## src/logic/pacman_render_pkg.sv

```systemverilog
package pacman_render_pkg;

	// widths
	localparam int COORD_W = 10;
	localparam int CHAN_W = 4;
	localparam int RGB_W = 3 * CHAN_W;
	localparam int TILE_W = 4;
	localparam int TILE_SHIFT = 4;
	localparam int ANIM_W = 5;

	// sprite box is centre +/- SPRITE_HALF on both axes
	localparam int SPRITE_HALF = 7;
	localparam int MOUTH_W0 = 0;
	localparam int MOUTH_W1 = 3;
	localparam int MOUTH_W2 = 6;

	localparam logic [1:0] STATE_START = 2'b00;
	localparam logic [1:0] STATE_LEVEL = 2'b01;
	localparam logic [1:0] STATE_OVER = 2'b10;
	localparam logic [1:0] STATE_WIN = 2'b11;

	localparam logic [1:0] DIR_LEFT = 2'b00;
	localparam logic [1:0] DIR_RIGHT = 2'b01;
	localparam logic [1:0] DIR_DOWN = 2'b10;
	localparam logic [1:0] DIR_UP = 2'b11;

	// any maze RAM code not listed here draws black
	localparam logic [TILE_W-1:0] TILE_EMPTY = 4'h0;
	localparam logic [TILE_W-1:0] TILE_WALL = 4'h1;
	localparam logic [TILE_W-1:0] TILE_FOOD = 4'h2;
	localparam logic [TILE_W-1:0] TILE_PELLET = 4'h7;
	localparam logic [TILE_W-1:0] TILE_LIVES = 4'hA;

	// colours as {red, green, blue}
	localparam logic [RGB_W-1:0] RGB_BLACK = 12'h000;
	localparam logic [RGB_W-1:0] RGB_WALL = 12'h22F;
	localparam logic [RGB_W-1:0] RGB_DOT = 12'hFBA;
	localparam logic [RGB_W-1:0] RGB_PAC = 12'hFF0;
	localparam logic [RGB_W-1:0] RGB_GHOST_RED = 12'hF00;
	localparam logic [RGB_W-1:0] RGB_GHOST_BLUE = 12'h0FF;
	localparam logic [RGB_W-1:0] RGB_GHOST_PINK = 12'hFBF;
	localparam logic [RGB_W-1:0] RGB_GHOST_ORANGE = 12'hFB5;
	localparam logic [RGB_W-1:0] RGB_GHOST_GREEN = 12'h0F0;
	localparam logic [RGB_W-1:0] RGB_FREEZE = 12'hEEF;
	localparam logic [RGB_W-1:0] RGB_FRIGHT = 12'h22F;
	localparam logic [RGB_W-1:0] RGB_START = 12'h008;
	localparam logic [RGB_W-1:0] RGB_OVER = 12'h800;
	localparam logic [RGB_W-1:0] RGB_WIN = 12'h080;

	// lives row reaches LIVES_BASE + LIVES_STEP * lives
	localparam int LIVES_BASE = 32;
	localparam int LIVES_STEP = 16;

endpackage

```

## src/logic/anim_timer.sv

```systemverilog
module anim_timer (
	input logic frame_clk,
	input logic reset,
	input logic frame_start,
	output logic [1:0] mouth_stage,
	output logic blink_on
);
	import pacman_render_pkg::*;

	logic [ANIM_W-1:0] count;

	// wraps at 32 by overflow
	always_ff @(posedge frame_clk) begin
		if (reset) begin
			count <= '0;
		end else if (frame_start) begin
			count <= count + 1'b1;
		end
	end

	// mouth cycle 0, 1, 2, 1
	always_comb begin
		case (count[ANIM_W-1 -: 2])
			2'd0: mouth_stage = 2'd0;
			2'd1: mouth_stage = 2'd1;
			2'd2: mouth_stage = 2'd2;
			default: mouth_stage = 2'd1;
		endcase
	end

	// pellet shown in first half of the cycle
	assign blink_on = ~count[ANIM_W-1];

	count_holds: assert property (@(posedge frame_clk) disable iff (reset)
		!frame_start |=> $stable(count));

endmodule

```

## src/logic/pacman_sprite.sv

```systemverilog
module pacman_sprite (
	input logic frame_clk,
	input logic reset,
	input logic [pacman_render_pkg::COORD_W-1:0] draw_x,
	input logic [pacman_render_pkg::COORD_W-1:0] draw_y,
	input logic [pacman_render_pkg::COORD_W-1:0] pac_x,
	input logic [pacman_render_pkg::COORD_W-1:0] pac_y,
	input logic [1:0] pac_dir,
	input logic [1:0] mouth_stage,
	output logic pac_opaque
);
	import pacman_render_pkg::*;

	logic signed [COORD_W:0] dx;
	logic signed [COORD_W:0] dy;
	logic signed [COORD_W:0] abs_dx;
	logic signed [COORD_W:0] abs_dy;
	int mouth_w;
	logic in_box;
	logic in_mouth;

	// offsets from the centre, one bit wider for the sign
	assign dx = $signed({1'b0, draw_x}) - $signed({1'b0, pac_x});
	assign dy = $signed({1'b0, draw_y}) - $signed({1'b0, pac_y});
	assign abs_dx = dx[COORD_W] ? -dx : dx;
	assign abs_dy = dy[COORD_W] ? -dy : dy;

	assign in_box = (abs_dx <= SPRITE_HALF) && (abs_dy <= SPRITE_HALF);

	always_comb begin
		case (mouth_stage)
			2'd0: mouth_w = MOUTH_W0;
			2'd1: mouth_w = MOUTH_W1;
			2'd2: mouth_w = MOUTH_W2;
			default: mouth_w = MOUTH_W1;
		endcase
	end

	// wedge opens toward the direction of travel
	always_comb begin
		case (pac_dir)
			DIR_RIGHT: in_mouth = (dx > 0) && (abs_dy < mouth_w);
			DIR_LEFT: in_mouth = (dx < 0) && (abs_dy < mouth_w);
			DIR_DOWN: in_mouth = (dy > 0) && (abs_dx < mouth_w);
			DIR_UP: in_mouth = (dy < 0) && (abs_dx < mouth_w);
			default: in_mouth = 1'b0;
		endcase
	end

	always_ff @(posedge frame_clk) begin
		if (reset) begin
			pac_opaque <= 1'b0;
		end else begin
			pac_opaque <= in_box && !in_mouth;
		end
	end

endmodule

```

## src/logic/ghost_sprite.sv

```systemverilog
module ghost_sprite (
	input logic frame_clk,
	input logic reset,
	input logic [pacman_render_pkg::COORD_W-1:0] draw_x,
	input logic [pacman_render_pkg::COORD_W-1:0] draw_y,
	input logic [pacman_render_pkg::COORD_W-1:0] ghost_x,
	input logic [pacman_render_pkg::COORD_W-1:0] ghost_y,
	output logic ghost_opaque
);
	import pacman_render_pkg::*;

	logic signed [COORD_W:0] dx;
	logic signed [COORD_W:0] dy;
	logic signed [COORD_W:0] abs_dx;
	logic signed [COORD_W:0] abs_dy;
	logic in_box;
	logic in_skirt;

	assign dx = $signed({1'b0, draw_x}) - $signed({1'b0, ghost_x});
	assign dy = $signed({1'b0, draw_y}) - $signed({1'b0, ghost_y});
	assign abs_dx = dx[COORD_W] ? -dx : dx;
	assign abs_dy = dy[COORD_W] ? -dy : dy;

	assign in_box = (abs_dx <= SPRITE_HALF) && (abs_dy <= SPRITE_HALF);

	// bottom row gaps at odd columns
	// lsb of dx is the parity on both sides of the centre
	assign in_skirt = (dy == SPRITE_HALF) && dx[0];

	always_ff @(posedge frame_clk) begin
		if (reset) begin
			ghost_opaque <= 1'b0;
		end else begin
			ghost_opaque <= in_box && !in_skirt;
		end
	end

endmodule

```

## src/logic/tile_shader.sv

```systemverilog
module tile_shader (
	input logic frame_clk,
	input logic reset,
	input logic [pacman_render_pkg::COORD_W-1:0] draw_x,
	input logic [pacman_render_pkg::COORD_W-1:0] draw_y,
	input logic [pacman_render_pkg::TILE_W-1:0] tile_code,
	input logic display_on,
	input logic blink_on,
	input logic [2:0] lives,
	output logic [pacman_render_pkg::RGB_W-1:0] tile_rgb
);
	import pacman_render_pkg::*;

	logic [TILE_SHIFT-1:0] px;
	logic [TILE_SHIFT-1:0] py;
	logic [COORD_W-1:0] lives_edge;
	logic dot_zone;
	logic pellet_zone;
	logic lives_zone;
	logic [RGB_W-1:0] tile_rgb_d;

	// position inside the 16x16 tile
	assign px = draw_x[TILE_SHIFT-1:0];
	assign py = draw_y[TILE_SHIFT-1:0];

	// 2x2 dot and 6x6 pellet, both centred
	assign dot_zone = (px >= 7) && (px <= 8) && (py >= 7) && (py <= 8);
	assign pellet_zone = (px >= 5) && (px <= 10) && (py >= 5) && (py <= 10);

	assign lives_edge = COORD_W'(LIVES_BASE + LIVES_STEP * int'(lives));
	assign lives_zone = (lives != 3'd0) && (draw_x <= lives_edge);

	always_comb begin
		tile_rgb_d = RGB_BLACK;
		if (display_on) begin
			case (tile_code)
				TILE_EMPTY: tile_rgb_d = RGB_BLACK;
				TILE_WALL: tile_rgb_d = RGB_WALL;
				TILE_FOOD: begin
					if (dot_zone) begin
						tile_rgb_d = RGB_DOT;
					end
				end
				TILE_PELLET: begin
					if (pellet_zone && blink_on) begin
						tile_rgb_d = RGB_DOT;
					end
				end
				TILE_LIVES: begin
					if (lives_zone) begin
						tile_rgb_d = RGB_PAC;
					end
				end
				default: tile_rgb_d = RGB_BLACK;
			endcase
		end
	end

	always_ff @(posedge frame_clk) begin
		if (reset) begin
			tile_rgb <= '0;
		end else begin
			tile_rgb <= tile_rgb_d;
		end
	end

	lives_range: assert property (@(posedge frame_clk) disable iff (reset)
		lives <= 3'd3);

endmodule

```

## src/logic/pixel_compositor.sv

```systemverilog
module pixel_compositor (
	input logic frame_clk,
	input logic reset,
	input logic [1:0] game_state,
	input logic freeze_on,
	input logic fright_on,
	input logic pac_opaque,
	input logic ghost_red_opaque,
	input logic ghost_blue_opaque,
	input logic ghost_pink_opaque,
	input logic ghost_orange_opaque,
	input logic ghost_green_opaque,
	input logic [pacman_render_pkg::RGB_W-1:0] tile_rgb,
	output logic [pacman_render_pkg::CHAN_W-1:0] red,
	output logic [pacman_render_pkg::CHAN_W-1:0] green,
	output logic [pacman_render_pkg::CHAN_W-1:0] blue
);
	import pacman_render_pkg::*;

	logic [1:0] game_state_q;
	logic freeze_q;
	logic fright_q;
	logic ghost_hit;
	logic [RGB_W-1:0] ghost_base;
	logic [RGB_W-1:0] ghost_rgb;
	logic [RGB_W-1:0] pix_rgb;

	// line up with the stage 1 sprite and tile registers
	always_ff @(posedge frame_clk) begin
		if (reset) begin
			game_state_q <= STATE_START;
			freeze_q <= 1'b0;
			fright_q <= 1'b0;
		end else begin
			game_state_q <= game_state;
			freeze_q <= freeze_on;
			fright_q <= fright_on;
		end
	end

	// ghost order red, blue, pink, orange, green
	always_comb begin
		ghost_hit = 1'b1;
		if (ghost_red_opaque) begin
			ghost_base = RGB_GHOST_RED;
		end else if (ghost_blue_opaque) begin
			ghost_base = RGB_GHOST_BLUE;
		end else if (ghost_pink_opaque) begin
			ghost_base = RGB_GHOST_PINK;
		end else if (ghost_orange_opaque) begin
			ghost_base = RGB_GHOST_ORANGE;
		end else if (ghost_green_opaque) begin
			ghost_base = RGB_GHOST_GREEN;
		end else begin
			ghost_hit = 1'b0;
			ghost_base = RGB_BLACK;
		end
	end

	// freeze wins over frighten
	assign ghost_rgb = freeze_q ? RGB_FREEZE : (fright_q ? RGB_FRIGHT : ghost_base);

	always_comb begin
		case (game_state_q)
			STATE_START: pix_rgb = RGB_START;
			STATE_OVER: pix_rgb = RGB_OVER;
			STATE_WIN: pix_rgb = RGB_WIN;
			default: begin
				if (pac_opaque) begin
					pix_rgb = RGB_PAC;
				end else if (ghost_hit) begin
					pix_rgb = ghost_rgb;
				end else begin
					pix_rgb = tile_rgb;
				end
			end
		endcase
	end

	always_ff @(posedge frame_clk) begin
		if (reset) begin
			{red, green, blue} <= '0;
		end else begin
			{red, green, blue} <= pix_rgb;
		end
	end

	black_after_reset: assert property (@(posedge frame_clk)
		reset |=> (red == '0) && (green == '0) && (blue == '0));

endmodule

```

## src/logic/pacman_map_top.sv

```systemverilog
module pacman_map_top (
	input logic frame_clk,
	input logic reset,
	input logic [pacman_render_pkg::COORD_W-1:0] draw_x,
	input logic [pacman_render_pkg::COORD_W-1:0] draw_y,
	input logic display_on,
	input logic [pacman_render_pkg::TILE_W-1:0] tile_code,
	input logic frame_start,
	input logic [pacman_render_pkg::COORD_W-1:0] pac_x,
	input logic [pacman_render_pkg::COORD_W-1:0] pac_y,
	input logic [1:0] pac_dir,
	input logic [pacman_render_pkg::COORD_W-1:0] ghost_red_x,
	input logic [pacman_render_pkg::COORD_W-1:0] ghost_red_y,
	input logic [pacman_render_pkg::COORD_W-1:0] ghost_blue_x,
	input logic [pacman_render_pkg::COORD_W-1:0] ghost_blue_y,
	input logic [pacman_render_pkg::COORD_W-1:0] ghost_pink_x,
	input logic [pacman_render_pkg::COORD_W-1:0] ghost_pink_y,
	input logic [pacman_render_pkg::COORD_W-1:0] ghost_orange_x,
	input logic [pacman_render_pkg::COORD_W-1:0] ghost_orange_y,
	input logic [pacman_render_pkg::COORD_W-1:0] ghost_green_x,
	input logic [pacman_render_pkg::COORD_W-1:0] ghost_green_y,
	input logic [2:0] lives,
	input logic [1:0] game_state,
	input logic freeze_on,
	input logic fright_on,
	output logic [pacman_render_pkg::CHAN_W-1:0] red,
	output logic [pacman_render_pkg::CHAN_W-1:0] green,
	output logic [pacman_render_pkg::CHAN_W-1:0] blue
);
	import pacman_render_pkg::*;

	logic [1:0] mouth_stage;
	logic blink_on;
	logic pac_opaque;
	logic ghost_red_opaque;
	logic ghost_blue_opaque;
	logic ghost_pink_opaque;
	logic ghost_orange_opaque;
	logic ghost_green_opaque;
	logic [RGB_W-1:0] tile_rgb;

	anim_timer timer (
		.frame_clk   (frame_clk),
		.reset       (reset),
		.frame_start (frame_start),
		.mouth_stage (mouth_stage),
		.blink_on    (blink_on)
	);

	// stage 1
	pacman_sprite pacman (
		.frame_clk   (frame_clk),
		.reset       (reset),
		.draw_x      (draw_x),
		.draw_y      (draw_y),
		.pac_x       (pac_x),
		.pac_y       (pac_y),
		.pac_dir     (pac_dir),
		.mouth_stage (mouth_stage),
		.pac_opaque  (pac_opaque)
	);

	ghost_sprite ghost_red (
		.frame_clk (frame_clk), .reset (reset), .draw_x (draw_x), .draw_y (draw_y),
		.ghost_x (ghost_red_x), .ghost_y (ghost_red_y), .ghost_opaque (ghost_red_opaque)
	);

	ghost_sprite ghost_blue (
		.frame_clk (frame_clk), .reset (reset), .draw_x (draw_x), .draw_y (draw_y),
		.ghost_x (ghost_blue_x), .ghost_y (ghost_blue_y), .ghost_opaque (ghost_blue_opaque)
	);

	ghost_sprite ghost_pink (
		.frame_clk (frame_clk), .reset (reset), .draw_x (draw_x), .draw_y (draw_y),
		.ghost_x (ghost_pink_x), .ghost_y (ghost_pink_y), .ghost_opaque (ghost_pink_opaque)
	);

	ghost_sprite ghost_orange (
		.frame_clk (frame_clk), .reset (reset), .draw_x (draw_x), .draw_y (draw_y),
		.ghost_x (ghost_orange_x), .ghost_y (ghost_orange_y),
		.ghost_opaque (ghost_orange_opaque)
	);

	ghost_sprite ghost_green (
		.frame_clk (frame_clk), .reset (reset), .draw_x (draw_x), .draw_y (draw_y),
		.ghost_x (ghost_green_x), .ghost_y (ghost_green_y),
		.ghost_opaque (ghost_green_opaque)
	);

	tile_shader shader (
		.frame_clk  (frame_clk),
		.reset      (reset),
		.draw_x     (draw_x),
		.draw_y     (draw_y),
		.tile_code  (tile_code),
		.display_on (display_on),
		.blink_on   (blink_on),
		.lives      (lives),
		.tile_rgb   (tile_rgb)
	);

	// stage 2
	pixel_compositor compositor (
		.frame_clk           (frame_clk),
		.reset               (reset),
		.game_state          (game_state),
		.freeze_on           (freeze_on),
		.fright_on           (fright_on),
		.pac_opaque          (pac_opaque),
		.ghost_red_opaque    (ghost_red_opaque),
		.ghost_blue_opaque   (ghost_blue_opaque),
		.ghost_pink_opaque   (ghost_pink_opaque),
		.ghost_orange_opaque (ghost_orange_opaque),
		.ghost_green_opaque  (ghost_green_opaque),
		.tile_rgb            (tile_rgb),
		.red                 (red),
		.green               (green),
		.blue                (blue)
	);

endmodule

```

## config.mk

```make
export PLATFORM = sky130hd
export DESIGN_NAME = pacman_map_top
export DESIGN_NICKNAME = d
export VERILOG_FILES = /design/src/logic/pacman_render_pkg.sv /design/src/logic/anim_timer.sv /design/src/logic/pacman_sprite.sv /design/src/logic/ghost_sprite.sv /design/src/logic/tile_shader.sv /design/src/logic/pixel_compositor.sv /design/src/logic/pacman_map_top.sv
export SDC_FILE = /design/constraint.sdc
export NUM_CORES = 1
export LEC_CHECK = 0
export BUFFER_PORTS_ARGS = -buffer_cell sky130_fd_sc_hd__buf_4
export CAP_MARGIN = 20
export CORE_MARGIN = 2
export CORE_UTILIZATION = 65
export CTS_CLUSTER_DIAMETER = 50
export DETAILED_ROUTE_END_ITERATION = 12
export HOLD_SLACK_MARGIN = 0.03
export PLACE_DENSITY = 0.9
export SLEW_MARGIN = 10
export SYNTH_ARGS = -nofsm -noshare
export SYNTH_HDL_FRONTEND = slang
export SYNTH_SLANG_ARGS = --single-unit
```

## constraint.sdc

```tcl
create_clock -name frame_clk -period 10.12 [get_ports frame_clk]
set_input_delay 0.506 -clock frame_clk [delete_from_list [all_inputs] [get_ports frame_clk]]
set_output_delay 0.506 -clock frame_clk [all_outputs]
set_load 0.02 [all_outputs]
```

==> results.yml <==
finish:
  drive_gt1_share_pct: 14.1
  area_delta_synth_final_pct: 15.3
  fillers: 1257
  nNetsFinal: 1924
  layout.cells.non_filler: 1825
  diodes: 0
  final_cell_area_mm2: 0.0119
  fin_util_pct: 75.9
routing:
  ant_nets: 0
  via_per_inst: 6.44
  drt_iter0_markers: 909
  routedWlPerCell_um: 16.5
  drt_pass1_iterations: 6
  drt_wl_total_um: 30200
  routed-via-count: 11800
  drc: 0
timing:
  drv_slew: 0
  finalHoldViolations: 0
  skew_ps: 3.79
  slew_headroom_pct: 36.7
  fin_crit_sh_pct: 41.1
  fin_hold_ws_ps: 473
  tns_ps: 0
  rsz0062_at_grt: "no"
  tightest_slew_ps: 935
  period_minus_slack_ps: 4160
  fmaxAchievable_ghz: 0.241
  setup_viol: 0
critical_path:
  r2r_start: "timer.count[3]"
  end_kind: "register"
  cp_top_family: "compound AO/OA/AOI/OAI gates"
  critical_path_buf_inv_count: 3
  reg2regPathDepth: 8
  rr_endpoint: "pacman.pac_opaque"
  reg2reg_slack_ps: 7920
  cpMaxStageDelayCell: "fa_1"
  crit_chain: "buf_4 > inv_1 > fa_1 > nor2b_1 > o211ai_1 > a21o_1 > a221oi_1 > buf_2 > a21oi_1 > ha_1 > a21boi_0 > o21ai_0 > nand3b_1 > o41ai_1 > a32o_1 > a2111oi_2"
  path_class: "in -> reg"
  cp_data_arrival_time_ps: 4300
  cp-start-kind: "input pin"
  required_ps: 10270
  cpPeakStageDelay_ps: 530
  path_max_fanout: 11
place:
  dp_cells: 1816
  dpl_cell_area_mm2: 0.0118
  hpwlAfterDp_um: 23900
  io_buffer_count: 168
  place_congestion: 0.954
cts:
  post-cts-setup-buffers: 0
  cts_tree: "done"
  clkSinkCount: 31
  htreeDepth: 2
  clk_path_buf_depth: 2
  ctsHoldBuffers: 0
  cts_buffers: 5
  clkSlewWorstSetupHoldPaths_ps: 50
  insertion_delay_ps: 280
  root_buffer: "clkbuf_16"
  cts_resized: 0
die:
  die_w_um: 130
  pin_count: 169
  rows: 46
  start_util_pct: 65.8
  core_mm2: 0.0157
  dieArea_mm2: 0.0169
  die_h_um: 130
global_route:
  overflow: 0
  grt_pass1_wl_um: 48100
  grt_max_degree: 17
  grt_pass1_vias: 10500
  antenna_found_initial: 0
  grt_usage_pct: 34.5
synth:
  synth_cells: 1462
  async_reset_ff_share_pct: 0
  synthesis.nets: 1778
  synth_area_mm2: 0.0103
  ys_seq_elements: 31
  synth_edf_count: 0
  synth_cell_types: 100
  syn_avg_cell_area_um2: 7.08
  yosys_most_used_dff: "dfxtp_1"
  ys_seq_area_share_pct: 6.00
  yosys_warnings: 0
outcome:
  run_status: "complete, no violations"
worst_hold_path:
  hold_path_end: "compositor.game_state_q[1]"
  min_from: "game_state[1]"
  worst_hold_path.num_cells: 2
  hold_path.class: "in -> reg"
power:
  power_density_mw_per_mm2: 87.6
  clock_power_share_pct: 16.9
  max-vdd-ir-drop_v: 0.0000734
  switchingPower_uw: 482
  p_leak_uw: 0.00553
  pwr-share-seq_pct: 12.1
  p_sw_share_pct: 46.1
  p_comb_share_pct: 71.0
  cell_internal_pwr_uw: 564
flow_run:
  maxCapViolations: 0
cell usage after synthesis, drive strengths merged (11+ instances only):
cell,instances,area [um2]
o22ai,12,75.1
nand2b,26,163
xnor2,38,333
dfxtp,31,621
xor2,45,394
fa,12,240
nor2,141,529
or4,12,90.1
nor2b,38,253
clkbuf,23,87.6
nand3,30,150
or2,14,87.6
a21o,20,151
a21oi,98,490
nor3,51,255
mux2i,15,150
a221oi,11,109
or3,23,145
nand2,82,308
o21ai,96,492
o21a,48,360
a211oi,15,118
o211ai,24,180
ha,147,1840
a31oi,20,125
inv,163,612
nand4,15,93.8
per-layer routing:
layer / vias to the layer above / global-route usage (%) / share of wire (%)
met5: - / 0 / 0
met4: 0 / 12.5 / 4.1
met3: 116 / 3.90 / 8.8
met2: 579 / 59.6 / 45
met1: 5336 / 44.2 / 42
li1: 5724 / - / -
area by class of cell:
class / count / area [um2] / area share [%]
Multi-Input combinational cell: 1238 / 8990 / 75.3
Timing Repair Buffer: 169 / 1270 / 10.6
Sequential cell: 31 / 621 / 5.20
Inverter: 163 / 612 / 5.13
Tap cell: 216 / 270 / 2.27
Clock buffer: 6 / 139 / 1.16
Clock inverter: 2 / 35.0 / 0.294
worst reg2reg max path, cell delays in order (launching register included):
cell       delay, ps
dfxtp_1          470
nor2_1           130
ha_1             290
a21boi_0         180
o21ai_0          100
nand3b_1          90
o41ai_1           90
a32o_1           310
a2111oi_2        420
power groups by stage:
stage	registers, uW	clock network [uW]	logic (uW)
2_1_floorplan	129	0	539
3_3_place_gp	129	0	696
3_5_place_dp	129	0	721
4_1_cts	126	178	727
5_1_grt	127	184	818
6_report	126	177	742
worst max path at each step:
stage | startpoint | end | slack [ps] | cells after the start
2_1_floorplan | draw_x[0] | pacman.pac_opaque | 6390 | 16
3_3_place_gp | draw_x[1] | pacman.pac_opaque | 5540 | 15
3_5_place_dp | draw_x[1] | pacman.pac_opaque | 5320 | 15
4_1_cts | draw_x[1] | pacman.pac_opaque | 5510 | 15
5_1_grt | draw_x[1] | pacman.pac_opaque | 5660 | 16
6_report | draw_x[1] | pacman.pac_opaque | 5960 | 16
sequential cells by signal (all words and copies together), names as in the netlist, 2 cells and up:
register,cells
shader.tile_rgb,5
timer.count,5
compositor.green,4
compositor.red,4
compositor.blue,3
compositor.game_state_q,2
cell families after synthesis:
logic type / after synthesis / synth area share (%)
and+or+nand+nor: 502 / 25.4
AOI/OAI and AO/OA: 475 / 32.3
buffers and inverters: 193 / 7.15
adders and majority gates: 159 / 20.1
xor gates and xnor gates: 84 / 7.26
DFF: 31 / 6.00
muxes: 18 / 1.78
placed cells by master (no fill, tap or decap), drive strengths merged, types with 14 or more instances in the layout:
master | synthesis | routed
nand2 | 82 | 82
inv | 163 | 163
a31oi | 20 | 20
a21oi | 98 | 98
nand2b | 26 | 26
o21ai | 96 | 96
xnor2 | 38 | 38
nor2 | 141 | 141
nor3 | 51 | 51
o211ai | 24 | 24
xor2 | 45 | 45
or3 | 23 | 23
nor2b | 38 | 38
dfxtp | 31 | 31
ha | 147 | 147
nand3 | 30 | 30
a211oi | 15 | 15
o21a | 48 | 48
or2 | 14 | 14
buf | 7 | 169
mux2i | 15 | 15
nand4 | 15 | 15
a21o | 20 | 20
stage by stage:
| stage | setup WS (ps) | total power [uW] |
|---|---|---|
| floorplan | 6390 | 668 |
| detailed placement | 5320 | 849 |
| global route | 5660 | 1130 |
| finish | 5960 | 1050 |
| global placement | 5540 | 825 |
| CTS | 5510 | 1030 |
(Power assumes the default switching activity.)
